`src/common/rp_pkg.sv`:
```
// shared dsp definitions
package rp_pkg;

  // ------------------------------
  // widths and limits
  localparam int BUS_W    = 32;            // sys bus addr/data
  localparam int SAMPLE_W = 14;            // adc/dac word
  localparam int SUM_W    = SAMPLE_W + 2;  // three-term sum headroom
  localparam int SAT_MAX  = 8191;          // +full scale
  localparam int SAT_MIN  = -8192;         // -full scale

  typedef logic signed [SAMPLE_W-1:0] sample_t;  // two's complement sample
  typedef logic        [31:0]         phase_t;   // nco phase word

  // dac source codes, unlisted codes give zero
  typedef enum logic [2:0] {
    SRC_ZERO  = 3'd0,
    SRC_ADC   = 3'd1,
    SRC_NCO_I = 3'd2,
    SRC_NCO_Q = 3'd3,
    SRC_LIA   = 3'd4
  } src_sel_t;

  typedef struct packed {
    logic     nco_en;        // run phase accumulator
    logic     lia_ref_q;     // 1 = quadrature reference
    phase_t   phase_inc;     // added every clock
    src_sel_t dac_a_src0;
    src_sel_t dac_a_src1;
    src_sel_t dac_b_src0;
    src_sel_t dac_b_src1;
    sample_t  dac_a_offset;
    sample_t  dac_b_offset;
  } dsp_cfg_t;

  // ------------------------------
  // address map, region = addr[29:20]
  localparam int               REGION_COUNT        = 8;
  localparam logic [9:0]       DSP_REGION          = 10'd1;
  localparam logic [9:0]       SYSCONF_SEL         = 10'h3ff;
  localparam logic [BUS_W-1:0] SYSCONF_ID          = 32'hfff00002;  // class + version
  localparam logic [19:0]      SYSCONF_ID_OFF      = 20'hf0000;
  localparam logic [19:0]      SYSCONF_REGIONS_OFF = 20'hf0004;

  // dsp region offsets
  localparam logic [19:0] REG_CTRL      = 20'h00000;  // [0] nco_en [1] lia_ref_q
  localparam logic [19:0] REG_PHASE_INC = 20'h00004;
  localparam logic [19:0] REG_DAC_A_SEL = 20'h00008;  // src0 [2:0] src1 [6:4]
  localparam logic [19:0] REG_DAC_B_SEL = 20'h0000c;
  localparam logic [19:0] REG_DAC_A_OFF = 20'h00010;  // low 14 bits
  localparam logic [19:0] REG_DAC_B_OFF = 20'h00014;
  localparam logic [19:0] REG_LIA       = 20'h00018;  // read only

  // ------------------------------
  // lock-in and nco
  localparam int     LIA_AVG_LOG2  = 8;                              // 256 sample window
  localparam int     LIA_SHIFT     = LIA_AVG_LOG2 + 13;              // window + ref scale
  localparam int     LIA_ACC_W     = 2 * SAMPLE_W + LIA_AVG_LOG2;    // no wrap over window
  localparam phase_t PHASE_QUARTER = 32'h4000_0000;                  // 90 deg

endpackage
```
`src/common/sys_bus_if.sv`:
```
// system bus link
`timescale 1ns/10ps

interface sys_bus_if;

  logic [rp_pkg::BUS_W-1:0] addr;   // full byte address
  logic [rp_pkg::BUS_W-1:0] wdata;  // write data
  logic                     wen;    // one-cycle write strobe
  logic                     ren;    // one-cycle read strobe
  logic [rp_pkg::BUS_W-1:0] rdata;  // valid with ack
  logic                     ack;    // cycle after strobe
  logic                     err;    // valid with ack

  // decoder side
  modport master (
    output addr, wdata, wen, ren,
    input  rdata, ack, err
  );

  // register block side
  modport slave (
    input  addr, wdata, wen, ren,
    output rdata, ack, err
  );

endinterface

```
`src/hdl/rp_dsp_top.sv`:
```
// dsp system top level
`timescale 1ns/10ps

module rp_dsp_top (
  input  logic                     adc_clk,
  input  logic                     rst_n_i,
  input  rp_pkg::sample_t          adc_a_i,      // adc channel a
  input  logic [rp_pkg::BUS_W-1:0] sys_addr_i,
  input  logic [rp_pkg::BUS_W-1:0] sys_wdata_i,
  input  logic                     sys_wen_i,
  input  logic                     sys_ren_i,
  output logic [rp_pkg::BUS_W-1:0] sys_rdata_o,
  output logic                     sys_ack_o,
  output logic                     sys_err_o,
  output rp_pkg::sample_t          dac_a_o,
  output rp_pkg::sample_t          dac_b_o
);

  sys_bus_if        bus_if ();   // decoder to region 1
  rp_pkg::dsp_cfg_t cfg;         // register outputs
  rp_pkg::sample_t  nco_i;       // in-phase carrier
  rp_pkg::sample_t  nco_q;       // quadrature carrier
  rp_pkg::sample_t  lia_result;  // held lock-in value

  // ------------------------------
  // bus side
  sys_bus_decoder u_decoder (
    .adc_clk     (adc_clk),
    .rst_n_i     (rst_n_i),
    .sys_addr_i  (sys_addr_i),
    .sys_wdata_i (sys_wdata_i),
    .sys_wen_i   (sys_wen_i),
    .sys_ren_i   (sys_ren_i),
    .sys_rdata_o (sys_rdata_o),
    .sys_ack_o   (sys_ack_o),
    .sys_err_o   (sys_err_o),
    .bus         (bus_if.master)
  );

  dsp_regs u_regs (
    .adc_clk      (adc_clk),
    .rst_n_i      (rst_n_i),
    .lia_result_i (lia_result),
    .bus          (bus_if.slave),
    .cfg_o        (cfg)
  );

  // ------------------------------
  // signal path
  quad_nco u_nco (
    .adc_clk (adc_clk),
    .rst_n_i (rst_n_i),
    .cfg_i   (cfg),
    .nco_i_o (nco_i),
    .nco_q_o (nco_q)
  );

  lock_in_mixer u_lia (
    .adc_clk  (adc_clk),
    .rst_n_i  (rst_n_i),
    .cfg_i    (cfg),
    .adc_i    (adc_a_i),
    .nco_i_i  (nco_i),
    .nco_q_i  (nco_q),
    .result_o (lia_result)
  );

  dac_output_stage u_dac_a (
    .adc_clk  (adc_clk),
    .rst_n_i  (rst_n_i),
    .src0_i   (cfg.dac_a_src0),
    .src1_i   (cfg.dac_a_src1),
    .offset_i (cfg.dac_a_offset),
    .adc_i    (adc_a_i),
    .nco_i_i  (nco_i),
    .nco_q_i  (nco_q),
    .lia_i    (lia_result),
    .dac_o    (dac_a_o)
  );

  dac_output_stage u_dac_b (
    .adc_clk  (adc_clk),
    .rst_n_i  (rst_n_i),
    .src0_i   (cfg.dac_b_src0),
    .src1_i   (cfg.dac_b_src1),
    .offset_i (cfg.dac_b_offset),
    .adc_i    (adc_a_i),
    .nco_i_i  (nco_i),
    .nco_q_i  (nco_q),
    .lia_i    (lia_result),
    .dac_o    (dac_b_o)
  );

endmodule

```
`src/dsp/dac_output_stage.sv`:
```
// dac channel mixer
`timescale 1ns/10ps

module dac_output_stage (
  input  logic             adc_clk,
  input  logic             rst_n_i,
  input  rp_pkg::src_sel_t src0_i,
  input  rp_pkg::src_sel_t src1_i,
  input  rp_pkg::sample_t  offset_i,
  input  rp_pkg::sample_t  adc_i,
  input  rp_pkg::sample_t  nco_i_i,
  input  rp_pkg::sample_t  nco_q_i,
  input  rp_pkg::sample_t  lia_i,
  output rp_pkg::sample_t  dac_o
);

  rp_pkg::sample_t                           s0;
  rp_pkg::sample_t                           s1;
  logic signed [rp_pkg::SUM_W-1:0]           sum;    // widened three-term
  logic [rp_pkg::SUM_W-rp_pkg::SAMPLE_W:0]   head;   // bits above sample msb
  rp_pkg::sample_t                           dac_q;

  function automatic rp_pkg::sample_t pick(input rp_pkg::src_sel_t sel);
    case (sel)
      rp_pkg::SRC_ADC:   return adc_i;
      rp_pkg::SRC_NCO_I: return nco_i_i;
      rp_pkg::SRC_NCO_Q: return nco_q_i;
      rp_pkg::SRC_LIA:   return lia_i;
      default:           return '0;    // zero and spare codes
    endcase
  endfunction

  always_comb begin
    s0 = pick(src0_i);
    s1 = pick(src1_i);
  end

  assign sum  = s0 + s1 + offset_i;
  assign head = sum[rp_pkg::SUM_W-1:rp_pkg::SAMPLE_W-1];

  // saturate, then register
  always_ff @(posedge adc_clk or negedge rst_n_i) begin
    if (!rst_n_i) begin
      dac_q <= '0;
    end else if (!head[$high(head)] && (head != '0)) begin
      dac_q <= rp_pkg::sample_t'(rp_pkg::SAT_MAX);   // pos. overflow
    end else if (head[$high(head)] && (head != '1)) begin
      dac_q <= rp_pkg::sample_t'(rp_pkg::SAT_MIN);   // neg. overflow
    end else begin
      dac_q <= sum[rp_pkg::SAMPLE_W-1:0];
    end
  end

  assign dac_o = dac_q;

endmodule

```
`src/dsp/lock_in_mixer.sv`:
```
// lock-in mixer and averager
`timescale 1ns/10ps

module lock_in_mixer (
  input  logic             adc_clk,
  input  logic             rst_n_i,
  input  rp_pkg::dsp_cfg_t cfg_i,
  input  rp_pkg::sample_t  adc_i,
  input  rp_pkg::sample_t  nco_i_i,
  input  rp_pkg::sample_t  nco_q_i,
  output rp_pkg::sample_t  result_o
);

  rp_pkg::sample_t                      ref_s;     // selected reference
  logic signed [2*rp_pkg::SAMPLE_W-1:0] prod;      // 28 bit product
  logic signed [rp_pkg::LIA_ACC_W-1:0]  acc_q;
  logic signed [rp_pkg::LIA_ACC_W-1:0]  acc_sum;   // incl. this sample
  logic signed [rp_pkg::LIA_ACC_W-1:0]  scaled;    // window mean, ref scale removed
  logic [rp_pkg::LIA_AVG_LOG2-1:0]      win_cnt;
  logic                                 win_end;   // last sample of window
  rp_pkg::sample_t                      result_q;

  assign ref_s   = cfg_i.lia_ref_q ? nco_q_i : nco_i_i;
  assign prod    = adc_i * ref_s;
  assign acc_sum = acc_q + prod;                   // sign extended
  assign scaled  = acc_sum >>> rp_pkg::LIA_SHIFT;
  assign win_end = &win_cnt;

  // ------------------------------
  // mac window, then scale and hold
  always_ff @(posedge adc_clk or negedge rst_n_i) begin
    if (!rst_n_i) begin
      acc_q    <= '0;
      win_cnt  <= '0;
      result_q <= '0;
    end else begin
      win_cnt <= win_cnt + 1'b1;                   // free running
      if (win_end) begin
        acc_q <= '0;
        if (scaled > rp_pkg::SAT_MAX) begin
          result_q <= rp_pkg::sample_t'(rp_pkg::SAT_MAX);
        end else if (scaled < rp_pkg::SAT_MIN) begin
          result_q <= rp_pkg::sample_t'(rp_pkg::SAT_MIN);
        end else begin
          result_q <= scaled[rp_pkg::SAMPLE_W-1:0];
        end
      end else begin
        acc_q <= acc_sum;
      end
    end
  end

  assign result_o = result_q;

endmodule

```
`src/dsp/quad_nco.sv`:
```
// quadrature triangle generator
`timescale 1ns/10ps

module quad_nco (
  input  logic             adc_clk,
  input  logic             rst_n_i,
  input  rp_pkg::dsp_cfg_t cfg_i,
  output rp_pkg::sample_t  nco_i_o,
  output rp_pkg::sample_t  nco_q_o
);

  rp_pkg::phase_t  phase_q;   // accumulator
  rp_pkg::sample_t nco_i_q;
  rp_pkg::sample_t nco_q_q;

  // top 15 phase bits, rising then falling half
  function automatic rp_pkg::sample_t tri_wave(input rp_pkg::phase_t ph);
    if (ph[31]) begin
      return {ph[30], ~ph[29:17]};  // 8191 down to -8192
    end
    return {~ph[30], ph[29:17]};    // -8192 up to 8191
  endfunction

  always_ff @(posedge adc_clk or negedge rst_n_i) begin
    if (!rst_n_i) begin
      phase_q <= '0;
      nco_i_q <= '0;
      nco_q_q <= '0;
    end else begin
      phase_q <= cfg_i.nco_en ? phase_q + cfg_i.phase_inc : '0;  // park at 0
      nco_i_q <= tri_wave(phase_q);
      nco_q_q <= tri_wave(phase_q + rp_pkg::PHASE_QUARTER);    // quarter turn later
    end
  end

  assign nco_i_o = nco_i_q;
  assign nco_q_o = nco_q_q;

  // parked: -full scale in phase, zero in quadrature
  a_phase_parked : assert property (@(posedge adc_clk) disable iff (!rst_n_i)
    (!cfg_i.nco_en && (phase_q == '0)) |=>
      (phase_q == '0) && (nco_i_q == rp_pkg::SAT_MIN) && (nco_q_q == '0));

endmodule

```
`src/dsp/dsp_regs.sv`:
```
// dsp control registers
`timescale 1ns/10ps

module dsp_regs (
  input  logic             adc_clk,
  input  logic             rst_n_i,
  input  rp_pkg::sample_t  lia_result_i,
  sys_bus_if.slave         bus,
  output rp_pkg::dsp_cfg_t cfg_o
);

  rp_pkg::dsp_cfg_t         cfg_q;
  logic [19:0]              offset;   // in-region byte offset
  logic                     wr_ok;    // writable offset
  logic                     rd_ok;    // readable offset
  logic [rp_pkg::BUS_W-1:0] rd_data;

  assign offset = bus.addr[19:0];
  assign cfg_o  = cfg_q;

  // ------------------------------
  // offset decode
  always_comb begin
    rd_data = '0;
    rd_ok   = 1'b1;
    wr_ok   = 1'b1;
    case (offset)
      rp_pkg::REG_CTRL:      rd_data = {30'd0, cfg_q.lia_ref_q, cfg_q.nco_en};
      rp_pkg::REG_PHASE_INC: rd_data = cfg_q.phase_inc;
      rp_pkg::REG_DAC_A_SEL: rd_data = {25'd0, cfg_q.dac_a_src1, 1'b0, cfg_q.dac_a_src0};
      rp_pkg::REG_DAC_B_SEL: rd_data = {25'd0, cfg_q.dac_b_src1, 1'b0, cfg_q.dac_b_src0};
      rp_pkg::REG_DAC_A_OFF: rd_data = {18'd0, cfg_q.dac_a_offset};
      rp_pkg::REG_DAC_B_OFF: rd_data = {18'd0, cfg_q.dac_b_offset};
      rp_pkg::REG_LIA: begin
        rd_data = {{18{lia_result_i[13]}}, lia_result_i};  // sign extend
        wr_ok   = 1'b0;                                    // read only
      end
      default: begin
        rd_ok = 1'b0;
        wr_ok = 1'b0;
      end
    endcase
  end

  // ------------------------------
  // register writes
  always_ff @(posedge adc_clk or negedge rst_n_i) begin
    if (!rst_n_i) begin
      cfg_q <= '0;                                   // all sources zero
    end else if (bus.wen && wr_ok) begin
      case (offset)
        rp_pkg::REG_CTRL: begin
          cfg_q.nco_en    <= bus.wdata[0];
          cfg_q.lia_ref_q <= bus.wdata[1];
        end
        rp_pkg::REG_PHASE_INC: cfg_q.phase_inc <= bus.wdata;
        rp_pkg::REG_DAC_A_SEL: begin
          cfg_q.dac_a_src0 <= rp_pkg::src_sel_t'(bus.wdata[2:0]);
          cfg_q.dac_a_src1 <= rp_pkg::src_sel_t'(bus.wdata[6:4]);
        end
        rp_pkg::REG_DAC_B_SEL: begin
          cfg_q.dac_b_src0 <= rp_pkg::src_sel_t'(bus.wdata[2:0]);
          cfg_q.dac_b_src1 <= rp_pkg::src_sel_t'(bus.wdata[6:4]);
        end
        rp_pkg::REG_DAC_A_OFF: cfg_q.dac_a_offset <= bus.wdata[13:0];
        rp_pkg::REG_DAC_B_OFF: cfg_q.dac_b_offset <= bus.wdata[13:0];
        default: ;
      endcase
    end
  end

  // response, one cycle after strobe
  always_ff @(posedge adc_clk or negedge rst_n_i) begin
    if (!rst_n_i) begin
      bus.ack <= 1'b0;
      bus.err <= 1'b0;
    end else begin
      bus.ack <= bus.wen | bus.ren;
      bus.err <= (bus.wen & !wr_ok) | (bus.ren & !rd_ok);
    end
  end

  always_ff @(posedge adc_clk) begin
    if (bus.wen || bus.ren) begin
      bus.rdata <= bus.ren ? rd_data : '0;
    end
  end

endmodule

```
`src/hdl/sys_bus_decoder.sv`:
```
// system bus decoder
`timescale 1ns/10ps

module sys_bus_decoder (
  input  logic                     adc_clk,
  input  logic                     rst_n_i,
  input  logic [rp_pkg::BUS_W-1:0] sys_addr_i,
  input  logic [rp_pkg::BUS_W-1:0] sys_wdata_i,
  input  logic                     sys_wen_i,
  input  logic                     sys_ren_i,
  output logic [rp_pkg::BUS_W-1:0] sys_rdata_o,
  output logic                     sys_ack_o,
  output logic                     sys_err_o,
  sys_bus_if.master                bus
);

  logic [9:0]               region;         // addr[29:20]
  logic                     dsp_cs;         // region 1
  logic                     sysconf_cs;     // config words
  logic                     free_cs;        // mapped but empty
  logic                     strobe;         // any request
  logic [rp_pkg::BUS_W-1:0] sysconf_rdata;
  logic                     loc_ack;        // answered here
  logic                     loc_err;
  logic [rp_pkg::BUS_W-1:0] loc_rdata;

  assign region     = sys_addr_i[29:20];
  assign dsp_cs     = (region == rp_pkg::DSP_REGION);
  assign sysconf_cs = (region == rp_pkg::SYSCONF_SEL);
  assign free_cs    = (region < rp_pkg::REGION_COUNT) && !dsp_cs;
  assign strobe     = sys_wen_i | sys_ren_i;

  // ------------------------------
  // region 1 forward
  assign bus.addr  = sys_addr_i;
  assign bus.wdata = sys_wdata_i;
  assign bus.wen   = sys_wen_i & dsp_cs;  // strobe cycle only
  assign bus.ren   = sys_ren_i & dsp_cs;

  // static config words
  always_comb begin
    case (sys_addr_i[19:0])
      rp_pkg::SYSCONF_ID_OFF:      sysconf_rdata = rp_pkg::SYSCONF_ID;
      rp_pkg::SYSCONF_REGIONS_OFF: sysconf_rdata = rp_pkg::REGION_COUNT;
      default:                     sysconf_rdata = '0;
    endcase
  end

  // ------------------------------
  // local answers, sysconf / free / unmapped
  always_ff @(posedge adc_clk or negedge rst_n_i) begin
    if (!rst_n_i) begin
      loc_ack <= 1'b0;
      loc_err <= 1'b0;
    end else begin
      loc_ack <= strobe & !dsp_cs;
      loc_err <= strobe & !dsp_cs & !sysconf_cs & !free_cs;  // outside map
    end
  end

  always_ff @(posedge adc_clk) begin
    if (strobe) begin
      loc_rdata <= (sysconf_cs && sys_ren_i) ? sysconf_rdata : '0;  // writes ignored
    end
  end

  // one request in flight, so acks never overlap
  assign sys_ack_o   = bus.ack | loc_ack;
  assign sys_err_o   = bus.err | loc_err;
  assign sys_rdata_o = bus.ack ? bus.rdata : loc_rdata;

  // ------------------------------
  // handshake checks
  a_no_dual_strobe : assert property (@(posedge adc_clk) disable iff (!rst_n_i)
    !(sys_wen_i && sys_ren_i));

  a_ack_after_strobe : assert property (@(posedge adc_clk) disable iff (!rst_n_i)
    sys_ack_o |-> $past(sys_wen_i || sys_ren_i));

endmodule

```
`config.mk`:
```
export PLATFORM = sky130hd
export DESIGN_NAME = rp_dsp_top
export DESIGN_NICKNAME = d
export VERILOG_FILES = /design/src/common/rp_pkg.sv /design/src/common/sys_bus_if.sv /design/src/hdl/rp_dsp_top.sv /design/src/dsp/dac_output_stage.sv /design/src/dsp/lock_in_mixer.sv /design/src/dsp/quad_nco.sv /design/src/dsp/dsp_regs.sv /design/src/hdl/sys_bus_decoder.sv
export SDC_FILE = /design/constraint.sdc
export NUM_CORES = 1
export LEC_CHECK = 0
export ABC_AREA = 0
export BUFFER_PORTS_ARGS = -buffer_cell sky130_fd_sc_hd__buf_4
export CORE_MARGIN = 4
export CORE_UTILIZATION = 45
export CTS_CLUSTER_DIAMETER = 40
export CTS_CLUSTER_SIZE = 24
export DETAILED_ROUTE_END_ITERATION = 6
export GPL_ROUTABILITY_DRIVEN = 0
export GPL_TIMING_DRIVEN = 0
export HOLD_SLACK_MARGIN = 0.05
export PLACE_DENSITY_LB_ADDON = 0.2
export SLEW_MARGIN = 20
export SYNTH_ARGS = -nofsm -noshare
export SYNTH_HDL_FRONTEND = slang
export SYNTH_SLANG_ARGS = --single-unit
```
`constraint.sdc`:
```
create_clock -name adc_clk -period 10.7 [get_ports adc_clk]
set_input_delay 3.21 -clock adc_clk [delete_from_list [all_inputs] [get_ports adc_clk]]
set_output_delay 3.21 -clock adc_clk [all_outputs]
set_load 0.02 [all_outputs]
```
## Word-level counts from Yosys, hierarchy flattened

Index checks and enable logic that the tools add are counted.

- Flip-flop bits (word level): 288
- Bits of input ports: 82
- Output and inout port bits: 62
- Word-level logic and storage cells: 130

- Add/subtract/negate cells: 8
- Multiply operators: 1
- Magnitude comparators: 3
- Eq/ne operators: 28
- Multiplexer cells: 24
- Bitwise operators: 16
- Reductions and logical operators: 27

Operators by type and width:

| operator | count |
|---|---|
| $pmux 14 s4 | 4 |
| $pmux 32 s7 | 1 |
| $mux 14 | 11 |
| $mux 32 | 2 |
| $pmux 32 s2 | 1 |
| $eq 20x5->1 const B | 3 |
| $eq 20x20->1 const B | 2 |
| $eq 20x4->1 const B | 2 |
| $add 36x28->36 | 1 |
| $mux 36 | 1 |
| $add 15x14->16 | 2 |
| $add 32x31->32 const B | 1 |
| $add 32x32->32 | 1 |
| $add 14x14->15 | 2 |
| $mul 14x14->28 | 1 |
| $not 13->13 | 2 |
| $eq 3x2->1 const B | 8 |
| $eq 20x3->1 const B | 1 |
| $logic_not 20->1 | 1 |
| $gt 15x14->1 const B | 1 |
| $lt 15x14->1 const B | 1 |
| $eq 3x1->1 const B | 4 |
| $eq 3x3->1 const B | 4 |
| $reduce_and 2->1 | 6 |
| other kinds (16) | 44 |

## Depth between registers and ports, before layout

Gate-level depths: netlist of the first run.

- Depth in word-level cells: 8
- Depth in mapped cells: 29
- Mapped depth without buffers: 26

## By module

Synthesis of the first run repeated with hierarchy kept, for this count alone.

- Cell total of the unflattened synthesis: 2790
- Area, all modules: 27248.6 µm²

By module, submodules not included:

| module | instances | cells each | area an instance (µm²) | seq. area each (µm²) |
|---|---|---|---|---|
| lock_in_mixer | 1 | 1385 | 13023.7 | 1451.4 |
| dsp_regs | 1 | 369 | 4934.7 | 2862.7 |
| dac_output_stage | 2 | 253 | 2287.2 | 350.3 |
| quad_nco | 1 | 385 | 3726.1 | 1501.4 |
| sys_bus_decoder | 1 | 145 | 989.7 | 110.1 |

## Least setup slack after synthesis of the first run

Ideal clock, no wire load.

- Kind: input to register
- Start point: input port adc_a_i[13]
- End point: register u_lia.result_q[11] (netlist: u_lia.result_o[11])
- Arrival time: 10.670 ns
- Path slack: -0.091 ns
- Stages on the path: 27
- Buffers on the path: 3
- Cells stage by stage: clkbuf_1 > clkbuf_1 > nand2_1 > inv_1 > fa_1 > inv_1 > fa_1 > inv_1 > fa_1 > fa_1 > fa_1 > inv_1 > fa_1 > inv_1 > ha_1 > or2_1 > a221o_1 > or4_1 > o22ai_2 > o21ai_1 > and2_4 > a211oi_2 > o21bai_1 > xor2_1 > buf_2 > o211ai_1 > a22o_1

- Word-level cells in the longest chain between the ends: 5
- Elaborated cells on any way between the ends: 6
- Classes of those cells: 1 x add/sub; 1 x mul; 2 x order compare; 2 x mux

RTL lines:

| element | line | text |
|---|---|---|
| start, declared | rp_dsp_top.sv:7 | `input rp_pkg::sample_t adc_a_i,` |
| $mul 14x14->28 (*) | lock_in_mixer.sv:24 | `assign prod = adc_i * ref_s;` |
| $add 36x28->36 (*) | lock_in_mixer.sv:25 | `assign acc_sum = acc_q + prod;` |
| $lt 15x14->1 | lock_in_mixer.sv:42 | `end else if (scaled < rp_pkg::SAT_MIN) begin` |
| $mux 14 | lock_in_mixer.sv:42 |  |
| $mux 14 (*) | lock_in_mixer.sv:40 | `if (scaled > rp_pkg::SAT_MAX) begin` |
| end signal, assigned | lock_in_mixer.sv:41 | `result_q <= rp_pkg::sample_t'(rp_pkg::SAT_MAX);` |
| end signal, assigned | lock_in_mixer.sv:43 | `result_q <= rp_pkg::sample_t'(rp_pkg::SAT_MIN);` |
| end signal, assigned | lock_in_mixer.sv:45 | `result_q <= scaled[rp_pkg::SAMPLE_W-1:0];` |
| end, declared | lock_in_mixer.sv:21 | `rp_pkg::sample_t result_q;` |

Every way passes the cells marked *; elsewhere a longest branch is shown, timed or not.
A chain may end at the register's enable or synchronous reset.

## Worst setup path in the final report of the first run

- Start point: input port adc_a_i[6]
- End point: register u_lia.result_q[11] (netlist: u_lia.result_o[11])

Same word-level chain as after synthesis.

==> results of run 1 <==
## kinds of logic (layout without fill, tap and decap cells)
family	after synthesis	in the layout	synth area share [%]
AOI/OAI and AO/OA	437	437	11.53
xor gates and xnor gates	107	107	3.677
adders and majority gates	471	471	32.32
buffers and inverters	534	762	7.914
DFF	258	258	26.00
muxes	161	161	6.952
and+or+nand+nor	604	604	11.61
## sequential cells by signal (all words and copies together) (netlist names)
signal / flops
u_regs.bus.rdata: 32
u_regs.bus.ack: 1
u_dac_b.dac_o: 14
u_decoder.loc_err: 1
u_decoder.loc_rdata: 2
u_dac_a.dac_o: 14
u_nco.nco_q_o: 14
u_regs.cfg_o: 74
u_lia.acc_q: 36
u_regs.bus.err: 1
u_nco.nco_i_o: 14
u_lia.result_o: 14
u_decoder.loc_ack: 1
u_lia.win_cnt: 8
u_nco.phase_q: 32
## metal layers
layer  global-route usage [%]  up-vias
met3                    4.364      194
met2                    38.30      676
met4                    8.560        0
met5                        0        -
li1                         -     8853
met1                    33.00     9776
## Yosys cell counts (all sizes together) (9+ instances only)
cell type    n
fa         312
o22ai       27
nand3       19
o21ai       97
a22oi       59
edfxtp      34
a22o        13
dfrtp      224
nand2b      21
nor2b       49
and3        15
nor2       103
a21oi       89
o31ai        9
nor3        30
o21a        16
a211oi      15
mux2       128
nand2      218
xnor2       66
ha         159
mux2i       33
a222oi      16
inv        418
and2       107
a21o        23
buf         22
xor2        41
o211ai      23
clkbuf      93
## layout by cell type (no fill, tap or decap), types with 88 or more instances in the layout
cell type,instances
inv_1,416
fa_1,312
dfrtp_1,224
nand2_1,217
ha_1,159
buf_4,131
mux2_2,124
and2_1,106
nor2_1,102
clkbuf_1,94
a21oi_1,88
## report_power, final
part           internal, mW  switching (mW)  total (mW)
registers              1.05          0.0173        1.07
clock network         0.994           0.606        1.60
logic                 0.598           0.986        1.58
total                  2.64            1.61        4.25
## through the flow
step	total power [mW]	util, %	area, um^2	worst slack (ps)	TNS, ps
final	4.252	52.62	29270	213.6	0
after global routing	4.546	52.62	29270	4.166	0
after CTS	4.282	52.55	29230	9.525	0
after detailed placement	2.652	49.40	27480	-1323	-23880
after global placement	2.610	49.22	27380	-1160	-20580
after floorplan	2.209	-	25490	292.8	0
## path summary, 6_finish.rpt
kind	slack, ps	from	endpoint	cells after the start
min in group asynchronous	2520	rst_n_i	u_regs.cfg_o[69]	1
max	210	adc_a_i[6]	u_lia.result_o[11]	27
max reg2reg	1560	u_regs.cfg_o[72]	u_lia.result_o[11]	29
min	470	u_lia.win_cnt[0]	u_lia.win_cnt[0]	1
min reg2reg	470	u_lia.win_cnt[0]	u_lia.win_cnt[0]	1
max in group asynchronous	7290	rst_n_i	u_dac_b.dac_o[5]	2
## layout make-up
class	count	area, um^2
Buffer	115	455.4
Sequential cell	258	6626
Timing Repair Buffer	135	1081
Tap cell	748	935.9
Inverter	419	1577
Fill cell	5051	26360
Multi-Input combinational cell	1780	16880
Clock inverter	32	405.4
Clock buffer	61	1313
## worst max-delay path, delay by kind of cell
family / cells / cell delay [ps]
fa+ha+maj: 7 / 3430
xor+xnor: 1 / 310
simple gates: 4 / 980
compound gates: 7 / 1610
buf+inv: 8 / 1410
## what timing repair did
action,in CTS,in global routing
gates cloned,0,0
setup buffers,1,3
gates resized for setup,7,12
endpoints found under the setup margin,17,13
==> flow_summary.toml, run 1 <==
[run_status]
status = "completed"

[route]
wl_met3_mm = 4.800
wl_per_cell_um = 20.27
num_vias = 19500
first_iter_violations = 1421
met1_length_mm = 31.13
drc = 0
firstDrtPassIters = 6
vias_per_cell = 5.496
wirelength_mm = 71.93
drt.antenna.violating_nets = 0
wl_met2_mm = 33.33
top_layer = "met4"

[setup_path]
cpMaxStageDelayCell = "fa_1"
start_kind = "primary input"
crit_fanout = 10
criticalPathCategory = "in2reg"
critPathMaxStageDelay_ps = 550
path_common_cell = "fa_1"
setup.worst_path.end_class = "register"
cp_data_required_time_ps = 11190
cp.arrival_ps = 10980

[finish]
antenna_cells = 0
syn_to_final_growth_pct = 14.87
nets = 3312
drive_gt1_share_pct = 13.50
stdcell_count = 3548

[sta]
slew-limit-headroom_pct = 31.79
post-route-period-util_pct = 98.00
worst_slew_pin_slew_ps = 1023
hold_slack_ps = 471.7
hold_viol = 0
finClkSkew_ps = 56.11
clock.fmax_mhz = 95.36
period_needed_ps = 10490
finalMaxSlewViolations = 0
setup_viol = 0
grt_setup_unrepaired = "no"

[global_route]
grt_pass1_wl_mm = 113.4
antenna_found_initial = 0
track_usage_pct = 23.98
grt-ovfl-total = 0
grt_max_degree = 97
grt_pass1_vias = 20450

[clock_network]
cts_made_buffers = 50
clock_tree.buffer_depth = 3
hold_buffers = 0
clk-insertion-delay-late_ps = 620
tritoncts = "yes"
cts.sinks = 258
path_clk_slew_ps = 50
root_buffer = "clkbuf_16"
h-tree-depth = 2

[floorplan]
die_area_mm2 = 0.06050
num_io_pins = 144
start_util_pct = 45.81
die_h_um = 246.0
die_w_um = 246.0
rows = 86
coreArea_mm2 = 0.05563

[synthesis]
synth_seq_cells = 258
synth.top_cell.area_share_pct = 24.51
synth-async-reset-ratio_pct = 86.82
synthDistinctLibCells = 77
synth-main-ff-cell = "dfrtp_1"
syn-mean-instance-area_um2 = 9.908
ys_seq_area_share_pct = 26.00
synth_cells = 2572
synth_fp_nets = 3125
synth_area_leaders = "fa_1 25%, dfrtp_1 22%, ha_1 7.8%"
synthesis.area_mm2 = 0.02548
synth-edff-count = 34
yosysTopAreaCell = "fa_1"
yosys_warnings = 0

[placed_design]
dpl.hpwl_mm = 57.59
placement.io_buffers = 128
dp_cells = 3451

[power_and_ir_drop]
powerDensity_mw_per_mm2 = 145.2
p_leak_nw = 14.52
irDropWorstVdd_mv = 0.1187

[run]
maxCapViolCount = 0

[worst_hold_path]
hold_class = "reg2reg"
(Power assumes the default switching activity.)
==> inputs of run 2 (changes only) <==
- clock period: 10.7 -> 12.2 ns (I/O delays scaled with it)
==> run 2 against run 1 <==
The run now ends with design-rule violations left; worst setup slack better by 280 ps; combinational power is 12% lower; die area stayed put; register-to-register slack better by 1500 ps; critical endpoint unchanged.
==> flow_summary.toml, run 2 (synthesized netlist as in run 1, its figures left out) <==
[sta]
period_needed_ps = 11710
hold_slack_ps = 481.7
hold_viol = 0
worst_slew_pin_slew_ps = 1083
post-route-period-util_pct = 95.95
grt_setup_unrepaired = "no"
clock.fmax_mhz = 85.43
tns_ps = 0
finClkSkew_ps = 48.90
finalMaxSlewViolations = 0
setup_viol = 0
slew-limit-headroom_pct = 27.81

[finish]
nets = 3305
final_util_pct = 52.59
final_cell_mix = "416 x inv_1, 312 x fa_1, 224 x dfrtp_1"
fill_cells = 5060
final_cell_area_mm2 = 0.02925
largest_reg_flops = 74
syn_to_final_growth_pct = 14.79
antenna_cells = 0
multi_input_area_mm2 = 0.01687
mostFrequentLayoutCell = "inv_1"
seqCellArea_mm2 = 0.006626
drive_gt1_share_pct = 13.08

[setup_path]
setup.worst_path.end_class = "register"
start_kind = "primary input"
cp.arrival_ps = 12190
path_common_cell = "fa_1"
cpMaxStageDelayCell = "fa_1"
crit_fanout = 18
critPathMaxStageDelay_ps = 730
criticalPathCategory = "in2reg"
cp_data_required_time_ps = 12680

[run_status]
violations = "design-rule violations"
status = "finished with violations"

[placed_design]
dpl.hpwl_mm = 57.40
placement.io_buffers = 128
place_area_mm2 = 0.02748

[clock_network]
clk-insertion-delay-late_ps = 610
cts_made_buffers = 47
h-tree-depth = 2
cts.sinks = 258
clock_tree.buffer_depth = 3
tritoncts = "yes"
root_buffer = "clkbuf_16"
path_clk_slew_ps = 60

[power_and_ir_drop]
p_leak_nw = 14.49
sw_frac_of_total_pct = 37.29
irDropWorstVdd_mv = 0.1080
clkPwrFrac_pct = 38.0
p_seq_share_pct = 25.0
combPwrFrac_pct = 37.0
power_mw = 3.744
powerDensity_mw_per_mm2 = 128.0
internal_power_mw = 2.348
netSwitchingPower_mw = 1.396

[global_route]
top_usage_layer = "met2"
grt_max_degree = 96
use_met3_pct = 4.179
antenna_found_initial = 1
track_usage_pct = 23.87
grt_pass1_vias = 20180
grt_pass1_wl_mm = 113.0
grt-ovfl-total = 0
met2_usage_pct = 37.98
met1_usage_pct = 33.70

[route]
drc = 1
wl_per_cell_um = 20.27
vias_per_cell = 5.472
drt.antenna.violating_nets = 0
first_iter_violations = 1517
num_vias = 19360
wirelength_mm = 71.71
firstDrtPassIters = 7

[floorplan]
rows = 86
die_area_mm2 = 0.06050
num_io_pins = 144
die_h_um = 246.0
die_w_um = 246.0
coreArea_mm2 = 0.05563
start_util_pct = 45.81

[worst_hold_path]
hold_class = "reg2reg"

[run]
maxCapViolCount = 0
[run 2: routing by layer]
metal,share of wire [%],wire [um],up-vias
li1,-,-,8821
met1,44,31310,9728
met2,46,33110,677
met3,7.2,5134,133
met4,3.0,2150,0
met5,0,0,-
[run 2: area by class of cell]
cell class / count / area share (%)
buffer: 115 / 1.518
clock buffer: 57 / 4.427
multi-input combinational: 1780 / 57.67
clock inverter: 30 / 1.582
tap: 748 / 3.199
inverter: 419 / 5.389
sequential: 258 / 22.65
timing repair buffer: 131 / 3.567
[run 2: stage by stage]
step | cells | setup slack [ps]
CTS | 3538 | 402.8
global route | 3538 | 45.10
floorplan | 2572 | 959.2
detailed placement | 3451 | -193.1
finish | 3538 | 494.5
global placement | 3448 | -607.5
[run 2: final timing paths]
kind                                  start            endpoint  slack [ps]  cells after the start
max                             adc_a_i[13]  u_lia.result_o[11]         490                     25
min                        u_lia.win_cnt[0]    u_lia.win_cnt[0]         480                      1
max reg2reg                u_regs.cfg_o[72]  u_lia.result_o[11]        3060                     29
min reg2reg                u_lia.win_cnt[0]    u_lia.win_cnt[0]         480                      1
max in group asynchronous           rst_n_i   u_dac_a.dac_o[13]        8000                      3
min in group asynchronous           rst_n_i    u_regs.cfg_o[66]        2960                      1
[run 2: what timing repair did]
action / CTS / global route
endpoints found under the setup margin: 0 / 10
buffers inserted: 0 / 0
endpoints found under the hold margin: 0 / 0
gates resized for setup: 0 / 3
hold buffers: 0 / 0
[run 2: worst max-delay path: cells and delay by family]
kind | cells | cell delay (ps)
adders and majority gates | 7 | 3740
AOI/OAI and AO/OA | 9 | 2280
buffers and inverters | 7 | 2110
and+or+nand+nor | 2 | 370
[run 2: power by group through the flow]
| stage | Clock, mW | Sequential, mW | Combinational, mW |
|---|---|---|---|
| floorplan | 0 | 0.946 | 0.992 |
| global placement | 0 | 0.952 | 1.33 |
| detailed placement | 0 | 0.952 | 1.38 |
| CTS | 1.44 | 0.937 | 1.39 |
| global route | 1.48 | 0.941 | 1.56 |
| finish | 1.42 | 0.937 | 1.39 |
